[config.mk]
export PLATFORM = sky130hd
export DESIGN_NAME = mem_stage
export DESIGN_NICKNAME = d
export VERILOG_FILES = /design/src/hw/mem_port_pkg.sv /design/src/hw/mem_op_pkg.sv /design/src/hw/mem_stage.sv /design/src/hw/stage_register.sv /design/src/hw/access_sequencer.sv /design/src/hw/store_merge.sv /design/src/hw/load_extract.sv
export VERILOG_INCLUDE_DIRS = /design/src /design/src/include
export SDC_FILE = /design/constraint.sdc
export NUM_CORES = 1
export LEC_CHECK = 0
export ABC_CLOCK_PERIOD_IN_PS = 11200
export BUFFER_PORTS_ARGS = -buffer_cell sky130_fd_sc_hd__buf_2
export CAP_MARGIN = 5
export CORE_AREA = 2 2 261 263
export DETAILED_ROUTE_END_ITERATION = 10
export DIE_AREA = 0 0 263 265
export GPL_TIMING_DRIVEN = 0
export MAX_ROUTING_LAYER = met4
export PLACE_DENSITY = 0.52
export SYNTH_ARGS = -nofsm -noshare
export SYNTH_HDL_FRONTEND = slang
export SYNTH_SLANG_ARGS = --single-unit
[constraint.sdc]
create_clock -name clk -period 11.2 [get_ports clk]
set_input_delay 1.68 -clock clk [delete_from_list [all_inputs] [get_ports clk]]
set_output_delay 1.68 -clock clk [all_outputs]
set_load 0.02 [all_outputs]
[src/include/mem_stage_consts.svh]
`ifndef MEM_STAGE_CONSTS_SVH
`define MEM_STAGE_CONSTS_SVH

// data word of the memory port and of the register file
`define MM_DATA_W 64

// byte address as produced by the alu
`define MM_ADDR_W 64

// architectural register number
`define MM_REGNO_W 5

// byte offset inside one data word
`define MM_LANE_W 3

`endif
[src/hw/mem_port_pkg.sv]
`include "mem_stage_consts.svh"

package mem_port_pkg;

  // held until the done cycle of the response
  typedef struct packed {
    logic                   valid;
    logic                   write;
    logic [`MM_ADDR_W-1:0]  addr;   // word aligned
    logic [`MM_DATA_W-1:0]  wdata;
  } mem_req_t;

  typedef struct packed {
    logic                   done;   // one cycle pulse
    logic [`MM_DATA_W-1:0]  rdata;  // valid with done on reads
  } mem_rsp_t;

endpackage

[src/hw/mem_op_pkg.sv]
`include "mem_stage_consts.svh"

package mem_op_pkg;

  typedef enum logic [3:0] {
    op_none = 4'd0,
    op_lb   = 4'd1,
    op_lbu  = 4'd2,
    op_lh   = 4'd3,
    op_lhu  = 4'd4,
    op_lw   = 4'd5,
    op_lwu  = 4'd6,
    op_ld   = 4'd7,
    op_sb   = 4'd8,
    op_sh   = 4'd9,
    op_sw   = 4'd10,
    op_sd   = 4'd11
  } mem_op_e;

  typedef struct packed {
    mem_op_e                 op;
    logic [`MM_REGNO_W-1:0]  rd_regno;
    logic                    update_rd;
    logic                    mm_load;
    logic                    branch_taken;
    logic [`MM_ADDR_W-1:0]   pc_target;
    logic [`MM_DATA_W-1:0]   alu_result;  // byte address for loads and stores
    logic [`MM_DATA_W-1:0]   rs2_value;   // store data
  } mm_bundle_t;

  typedef struct packed {
    mm_bundle_t              bundle;
    logic [`MM_DATA_W-1:0]   mdata;
  } mm_result_t;

  // first byte of the accessed lane, low offset bits dropped for wider sizes
  function automatic logic [`MM_LANE_W-1:0] lane_offset(mem_op_e op,
                                                        logic [`MM_LANE_W-1:0] lane);
    case (op)
      op_lb, op_lbu, op_sb: lane_offset = lane;
      op_lh, op_lhu, op_sh: lane_offset = {lane[2:1], 1'b0};
      op_lw, op_lwu, op_sw: lane_offset = {lane[2], 2'b00};
      default:              lane_offset = '0;
    endcase
  endfunction

endpackage

[src/hw/mem_stage.sv]
`timescale 1ns/1ps
`include "mem_stage_consts.svh"

module mem_stage (
  input  logic                    clk,
  input  logic                    reset,
  input  logic                    enable,
  input  logic                    flush,
  input  mem_op_pkg::mm_bundle_t  bundle_in,
  output logic                    ready,
  output mem_op_pkg::mm_result_t  result,
  output mem_port_pkg::mem_req_t  mem_req,
  input  mem_port_pkg::mem_rsp_t  mem_rsp
);

  logic [`MM_LANE_W-1:0] lane;
  logic [`MM_DATA_W-1:0] held_word;
  logic [`MM_DATA_W-1:0] merged_word;
  logic [`MM_DATA_W-1:0] mdata;

  assign lane = bundle_in.alu_result[`MM_LANE_W-1:0];

  access_sequencer u_seq (
    .clk          (clk),
    .reset        (reset),
    .enable       (enable),
    .flush        (flush),
    .op           (bundle_in.op),
    .addr         (bundle_in.alu_result),
    .merged_word  (merged_word),
    .mem_req      (mem_req),
    .mem_rsp_done (mem_rsp.done),
    .read_word_in (mem_rsp.rdata),
    .held_word    (held_word),
    .ready        (ready)
  );

  store_merge u_merge (
    .op          (bundle_in.op),
    .lane        (lane),
    .store_value (bundle_in.rs2_value),
    .held_word   (held_word),
    .merged_word (merged_word)
  );

  // reads straight off the response, the stage register samples it on done
  load_extract u_extract (
    .op    (bundle_in.op),
    .lane  (lane),
    .word  (mem_rsp.rdata),
    .mdata (mdata)
  );

  stage_register u_out (
    .clk       (clk),
    .reset     (reset),
    .enable    (enable),
    .flush     (flush),
    .ready     (ready),
    .bundle_in (bundle_in),
    .mdata     (mdata),
    .result    (result)
  );

endmodule

[src/hw/stage_register.sv]
`timescale 1ns/1ps
`include "mem_stage_consts.svh"

module stage_register (
  input  logic                    clk,
  input  logic                    reset,
  input  logic                    enable,
  input  logic                    flush,
  input  logic                    ready,
  input  mem_op_pkg::mm_bundle_t  bundle_in,
  input  logic [`MM_DATA_W-1:0]   mdata,
  output mem_op_pkg::mm_result_t  result
);

  logic capture;

  // the stage is done with the current bundle
  assign capture = enable && ready;

  always_ff @(posedge clk) begin
    if (reset || flush) begin
      result <= '0;  // flushed slot looks like a bubble to write-back
    end else if (capture) begin
      result.bundle <= bundle_in;
      result.mdata  <= mdata;
    end
  end

endmodule

[src/hw/access_sequencer.sv]
`timescale 1ns/1ps
`include "mem_stage_consts.svh"

module access_sequencer (
  input  logic                    clk,
  input  logic                    reset,
  input  logic                    enable,
  input  logic                    flush,
  input  mem_op_pkg::mem_op_e     op,
  input  logic [`MM_ADDR_W-1:0]   addr,
  input  logic [`MM_DATA_W-1:0]   merged_word,
  output mem_port_pkg::mem_req_t  mem_req,
  input  logic                    mem_rsp_done,
  input  logic [`MM_DATA_W-1:0]   read_word_in,
  output logic [`MM_DATA_W-1:0]   held_word,
  output logic                    ready
);

  import mem_op_pkg::*;

  typedef enum logic [1:0] {
    st_idle,
    st_read,
    st_write
  } seq_state_e;

  seq_state_e state;
  seq_state_e next_state;
  seq_state_e phase;      // phase acted on this cycle
  logic       is_load;
  logic       capture_read;

  assign is_load = op inside {op_lb, op_lbu, op_lh, op_lhu, op_lw, op_lwu, op_ld};

  // idle issues the first access of a new op in the same cycle
  always_comb begin
    phase = state;
    if (state == st_idle) begin
      case (op)
        op_lb, op_lbu, op_lh, op_lhu,
        op_lw, op_lwu, op_ld,
        op_sb, op_sh, op_sw: phase = st_read;  // sub-word stores read first
        op_sd:               phase = st_write;
        default:             phase = st_idle;
      endcase
    end
  end

  always_comb begin
    mem_req       = '0;
    mem_req.valid = enable && !flush && (phase != st_idle);
    mem_req.write = (phase == st_write);
    mem_req.addr  = {addr[`MM_ADDR_W-1:`MM_LANE_W], {`MM_LANE_W{1'b0}}};
    if (phase == st_write) begin
      mem_req.wdata = merged_word;
    end
  end

  always_comb begin
    if (flush || !enable) begin
      ready = 1'b1;
    end else begin
      case (phase)
        st_read:  ready = mem_rsp_done && is_load;
        st_write: ready = mem_rsp_done;
        default:  ready = 1'b1;  // non-memory op
      endcase
    end
  end

  always_comb begin
    next_state = state;
    if (flush) begin
      next_state = st_idle;
    end else if (enable) begin
      next_state = phase;
      if (mem_rsp_done) begin
        case (phase)
          st_read:  next_state = is_load ? st_idle : st_write;
          st_write: next_state = st_idle;
          default:  next_state = st_idle;
        endcase
      end
    end
  end

  always_ff @(posedge clk) begin
    if (reset) begin
      state <= st_idle;
    end else begin
      state <= next_state;
    end
  end

  assign capture_read = enable && !flush && (phase == st_read) && mem_rsp_done;

  // old word for the read-modify-write
  always_ff @(posedge clk) begin
    if (capture_read) begin
      held_word <= read_word_in;
    end
  end

endmodule

[src/hw/store_merge.sv]
`timescale 1ns/1ps
`include "mem_stage_consts.svh"

module store_merge (
  input  mem_op_pkg::mem_op_e     op,
  input  logic [`MM_LANE_W-1:0]   lane,
  input  logic [`MM_DATA_W-1:0]   store_value,
  input  logic [`MM_DATA_W-1:0]   held_word,
  output logic [`MM_DATA_W-1:0]   merged_word
);

  import mem_op_pkg::*;

  localparam int NUM_BYTES = `MM_DATA_W / 8;

  logic [`MM_LANE_W-1:0] offset;
  logic [NUM_BYTES-1:0]  size_mask;
  logic [NUM_BYTES-1:0]  byte_mask;
  logic [`MM_DATA_W-1:0] placed;

  assign offset = lane_offset(op, lane);

  always_comb begin
    case (op)
      op_sb:   size_mask = 8'h01;
      op_sh:   size_mask = 8'h03;
      op_sw:   size_mask = 8'h0f;
      op_sd:   size_mask = 8'hff;
      default: size_mask = 8'h00;  // nothing written
    endcase
  end

  assign byte_mask = size_mask << offset;
  assign placed    = store_value << {offset, 3'b000};

  always_comb begin
    for (int i = 0; i < NUM_BYTES; i++) begin
      merged_word[i*8 +: 8] = byte_mask[i] ? placed[i*8 +: 8] : held_word[i*8 +: 8];
    end
  end

endmodule

[src/hw/load_extract.sv]
`timescale 1ns/1ps
`include "mem_stage_consts.svh"

module load_extract (
  input  mem_op_pkg::mem_op_e     op,
  input  logic [`MM_LANE_W-1:0]   lane,
  input  logic [`MM_DATA_W-1:0]   word,
  output logic [`MM_DATA_W-1:0]   mdata
);

  import mem_op_pkg::*;

  logic [`MM_LANE_W-1:0] offset;
  logic [`MM_DATA_W-1:0] shifted;  // addressed lane moved down to bit 0

  assign offset  = lane_offset(op, lane);
  assign shifted = word >> {offset, 3'b000};

  always_comb begin
    case (op)
      op_lb: begin
        mdata = {{(`MM_DATA_W-8){shifted[7]}}, shifted[7:0]};
      end
      op_lbu: begin
        mdata = {{(`MM_DATA_W-8){1'b0}}, shifted[7:0]};
      end
      op_lh: begin
        mdata = {{(`MM_DATA_W-16){shifted[15]}}, shifted[15:0]};
      end
      op_lhu: begin
        mdata = {{(`MM_DATA_W-16){1'b0}}, shifted[15:0]};
      end
      op_lw: begin
        mdata = {{(`MM_DATA_W-32){shifted[31]}}, shifted[31:0]};
      end
      op_lwu: begin
        mdata = {{(`MM_DATA_W-32){1'b0}}, shifted[31:0]};
      end
      op_ld:   mdata = word;
      default: mdata = '0;  // stores and non-memory ops
    endcase
  end

endmodule

; Word level (Yosys, flattened, before mapping)
; Memory sizes are Yosys's and may differ from the RTL's.
; Cells that the tools add are included.
[word_totals]
memories = 1
out_inout_bits = 399
in_bits = 273
wordCells = 63
regBits = 334
romBits = 32
[mem_list]
columns = name, depth, word_bits, read_ports, rd_ports_with_merged_regs, write_ports, line_no
row1 = (name not given), 16, 2, 1, 0, 0, access_sequencer.sv:39  ; case (op)
[classes]
n_shift = 3
n_mux = 18
eq_ne = 13
n_reduce_logical = 17
[op_table]
columns = operator, count
row1 = case mux 64 bit (7 select lines), 1
row2 = 2-to-1 mux 64 bit, 1
row3 = 2-to-1 mux 8 bit, 8
row4 = left shift 64 x 6 -> 64 bit, 1
row5 = >> shifter 64 x 6 -> 32 bit, 1
row6 = case mux 8 bit (4 select lines), 1
row7 = equality test 4 x 3 -> 1 bit (second input constant), 4
row8 = equality test 4 bit (second input constant), 4
row9 = case mux 3 bit (3 select lines), 1
row10 = OR reduction 3 bit, 3
row11 = equality test 4 x 2 -> 1 bit (second input constant), 2
row12 = 2-to-1 mux 2 bit, 4
row13 = left shift 8 x 3 -> 8 bit, 1
row14 = nonzero test 7 bit, 1
row15 = logical AND 1 bit, 6
row16 = equality test 4 x 1 -> 1 bit (second input constant), 1
row17 = equality test 2 x 1 -> 1 bit (second input constant), 1
row18 = equality test 2 bit (second input constant), 1
row19 = zero test 1 bit, 2
row20 = zero test 2 bit, 1
row21 = logical OR 1 bit, 2
row22 = case mux 1 bit (2 select lines), 1
row23 = nonzero test 2 bit, 1
row24 = OR reduction 2 bit, 1
row25 = 2-to-1 mux 1 bit, 1

; Logic depth before layout (Yosys ltp)
[logic_depth]
ltp_word = 6
depth_mapped = 17
mapped_depth_nobuf = 13

; Modules after synthesis
; From an unflattened synthesis, not the netlist that was laid out.
[hier_totals]
cells_unflattened = 2294
area_unflattened_um2 = 20611.0
[modules_own_cells]
columns = mod, cells_each, n_inst, area_per_inst_um2, seq_area_each_um2
row1 = stage_register, 1223, 1, 11831.3, 5365.1
row2 = store_merge, 422, 1, 3124.2, 0.0
row3 = access_sequencer, 230, 1, 3075.4, 1961.9
row4 = load_extract, 419, 1, 2580.0, 0.0

; Worst setup path before layout
; No wires, ideal clock.
[synth_timing]
path_type = input-to-reg
from = input port bundle_in[201] in the netlist's numbering
to = register u_seq.held_word[0], enable pin
required_time_ps = 10713
path_slack_ps = 5342
n_path_buf = 1
setup_time_ps = 487
arrival_ps = 5372
path_stages = 9
path_cell_list = buf_6 inv_1 nor2_1 o21ai_0 a31oi_1 inv_1 ha_1 nand2_1 nor2_1
[synth_via]
elab_chain_cells = 5
[synth_lines]
columns = element, line_no
row1 = "start, declared", mem_stage.sv:9  ; input mem_op_pkg::mm_bundle_t bundle_in,
row2 = memory (16 x 2 bit), -
row3 = 2-to-1 mux 2 bit, access_sequencer.sv:38  ; if (state == st_idle) begin
row4 = equality test 2 x 1 -> 1 bit, access_sequencer.sv:95  ; assign capture_read = enable && !flush && (phase == st_read) && mem_rsp_done;
row5 = logical AND 1 bit (2 in series), access_sequencer.sv:95
row6 = net u_seq.capture_read, access_sequencer.sv:31  ; logic capture_read;
row7 = "end signal, assigned", access_sequencer.sv:100  ; held_word <= read_word_in;
row8 = "end, declared", access_sequencer.sv:15  ; output logic [`MM_DATA_W-1:0] held_word,
; The timed path passes the listed nets, and every way through them passes these cells.
; A chain may end at the register's enable or synchronous reset.

==> results.toml <==
[status]
status = "completed"

[synth]
synth.distinct_cells = 67
synth_top_family_by_area = "compound AO/OA/AOI/OAI gates"
synth-edff-count = 64
synth_seq_cells = 334
syn_inst = 1974
synth_warnings = 0
yosys.area_share.simple = 0.187
syn_area_mm2 = 0.0163
avgSynthCellArea_um2 = 8.23
synth_fa_ha_area_frac = 0.00231
synth_compound_area_frac = 0.219
ys_async_sr_fraction = 0
synth_xor_area_frac = 0.00331
synthMuxAreaShare = 0.0625
synthFlopType = "dfxtp_1"
synth.yosys.seq_area_share = 0.451

[sta]
tns_ns = 0
worst_slack_ns = 4.52
tightest_slew_ns = 1.11
fmax_ghz = 0.150
setup_viol = 0
maxSlewHeadroom = 0.257
rsz0062_at_grt = "false"
layout_min_cycle_time_ns = 6.68
finalClockSkew_ns = 0.0207
finalCritPeriodShare = 0.597
hold_violations = 0
slew_violations = 0

[drt]
viasPerCell = 4.98
first_pass_iters = 6
first_iter_violations = 1751
routed_wl_um = 86500
route.vias.total = 18000
wire_per_inst_um = 24.0
drc = 0
ant_nets = 0

[worst_setup_path]
path_max_fanout = 10
endpoint_kind = "output port"
arrival_ns = 5.00
cp.required_ns = 9.52
path_class = "input port to output port"
worst_setup_path_start_kind = "input port"

[die]
dieArea_mm2 = 0.0697
die_x_um = 263
fp.dieH_um = 265
core_mm2 = 0.0668
placementRows = 95
initial_core_util = 0.243
ioPinCount = 672

[clock_network]
h-tree-depth = 2
insertion_delay_ns = 0.58
clock_sinks = 334
cts_tree = "yes"
cts_buffers = 43
post-cts-setup-buffer-count = 0
cts_buffer_depth = 3
cts_root_buffer = "clkbuf_16"
ctsResizeCount = 0
cts_hold_buf = 0
cts.clk_slew.worst_paths_ns = 0.06

[final_layout]
register_area_mm2 = 0.00733
area_growth_pct = 36.3
final_util = 0.332
drive_gt1_frac = 0.321
final_common_cell = "buf_2"
final_cell_mix = "buf_2, nand2_1, a21oi_1"
n_fill_cell = 7318
finalNonFillerCells = 3606
nets = 2965
multi_input_area_mm2 = 0.00772

[pwr]
pwr_density_cell_mw_per_mm2 = 146
vdd_drop_max_mv = 0.102
power_leakage_nw = 9.85
fin_total_pwr_mw = 3.24

[grt]
use_met1 = 0.285
globalRouteTotalUtil = 0.243
antenna_found_initial = 16
grt_start_max_net_pins = 35
grt-busiest-layer = "met2"
grt_pass1_vias = 17100
grt-ovfl-total = 0
grtUsageMet2 = 0.398
grtUsageMet3 = 0.0629
grt_pass1_wl_um = 121000

[run]
cap_violations = 0

[place]
dp_cells = 3516
hpwlAfterDp_um = 69600
io_buffers = 665
gp_congestion = 0.953
dpl_worst_slack_ns = 4.18

[min_path]
min_path_type = "flip-flop to flip-flop"
## synthesized netlist by cell type, types with 7 or more instances
library cell,count,share of area
nand2_1,544,0.13
a221o_1,31,0.019
o2bb2ai_1,7,0.0038
a211oi_1,33,0.015
a311oi_1,10,0.0054
nand3_1,70,0.022
inv_1,11,0.0025
o21ai_0,56,0.017
and2_1,10,0.0038
a21oi_1,305,0.094
dfxtp_1,270,0.33
a31oi_1,23,0.0089
buf_4,68,0.031
a32oi_1,10,0.0054
mux2i_1,79,0.049
buf_2,32,0.0099
a22oi_1,32,0.015
clkbuf_1,121,0.028
a22o_1,16,0.0086
nor2_1,58,0.013
edfxtp_1,64,0.12
mux4_2,8,0.011
and3_1,18,0.0069
o211ai_1,9,0.0042
## sequential cells by signal, summed over array words and instances (netlist names)
| name | count |
|---|---|
| u_seq.held_word | 64 |
| u_out.result | 268 |
| u_seq.state | 2 |
## stage by stage
stage	cell area (um2)	hold slack [ns]
6_report	22200	0.450
5_1_grt	22200	0.465
4_1_cts	22100	0.452
3_5_place_dp	20700	0.443
3_3_place_gp	20700	0.439
2_1_floorplan	16300	0.501
## per-layer routing
| layer | vias up | routed length, um |
|---|---|---|
| met4 | 0 | 3440 |
| met3 | 187 | 7460 |
| met5 | - | 0 |
| met2 | 916 | 41300 |
| li1 | 8346 | - |
| met1 | 8522 | 34400 |
## worst max-delay path, cell delays in order
cell      delay [ns]
buf_2           0.12
buf_4           0.18
xnor2_4         0.22
mux2i_4         0.15
nand2_2         0.25
clkbuf_1        0.57
clkbuf_1        0.54
a211oi_1        0.16
a21oi_1         0.38
nand2_1         0.10
a31oi_1         0.39
buf_2           0.25
## final cells by class
| cell class | instances | area share |
|---|---|---|
| Multi-Input combinational cell | 1403 | 0.348 |
| Sequential cell | 334 | 0.331 |
| Inverter | 11 | 0.00186 |
| Clock buffer | 57 | 0.0547 |
| Antenna cell | 13 | 0.00147 |
| Clock inverter | 19 | 0.00757 |
| Tap cell | 873 | 0.0493 |
| Buffer | 228 | 0.0533 |
| Timing Repair Buffer | 668 | 0.153 |
## where the power goes
| part | switching [mW] | internal, mW |
|---|---|---|
| Clock | 0.583 | 0.790 |
| Sequential | 0.0156 | 1.26 |
| Combinational | 0.410 | 0.182 |
## path summary, 6_finish.rpt
kind / to / depth (start not counted) / slack, ns / from
min: u_out.result[171] / 2 / 0.45 / u_out.result[171]
max: mem_req[62] / 12 / 4.52 / bundle_in[203]
max reg2reg: u_out.result[111] / 13 / 6.87 / u_seq.state[0]
min reg2reg: u_out.result[171] / 2 / 0.45 / u_out.result[171]
## cells by family after synthesis
family | Yosys count
AO/OA/AOI/OAI | 568
XOR/XNOR | 4
adder cells (fa/ha/maj) | 3
buffers and inverters | 239
flip-flops | 334
multiplexers | 90
other | 1
AND/OR/NAND/NOR | 735
No activity file was read; power rests on OpenSTA's default activity.
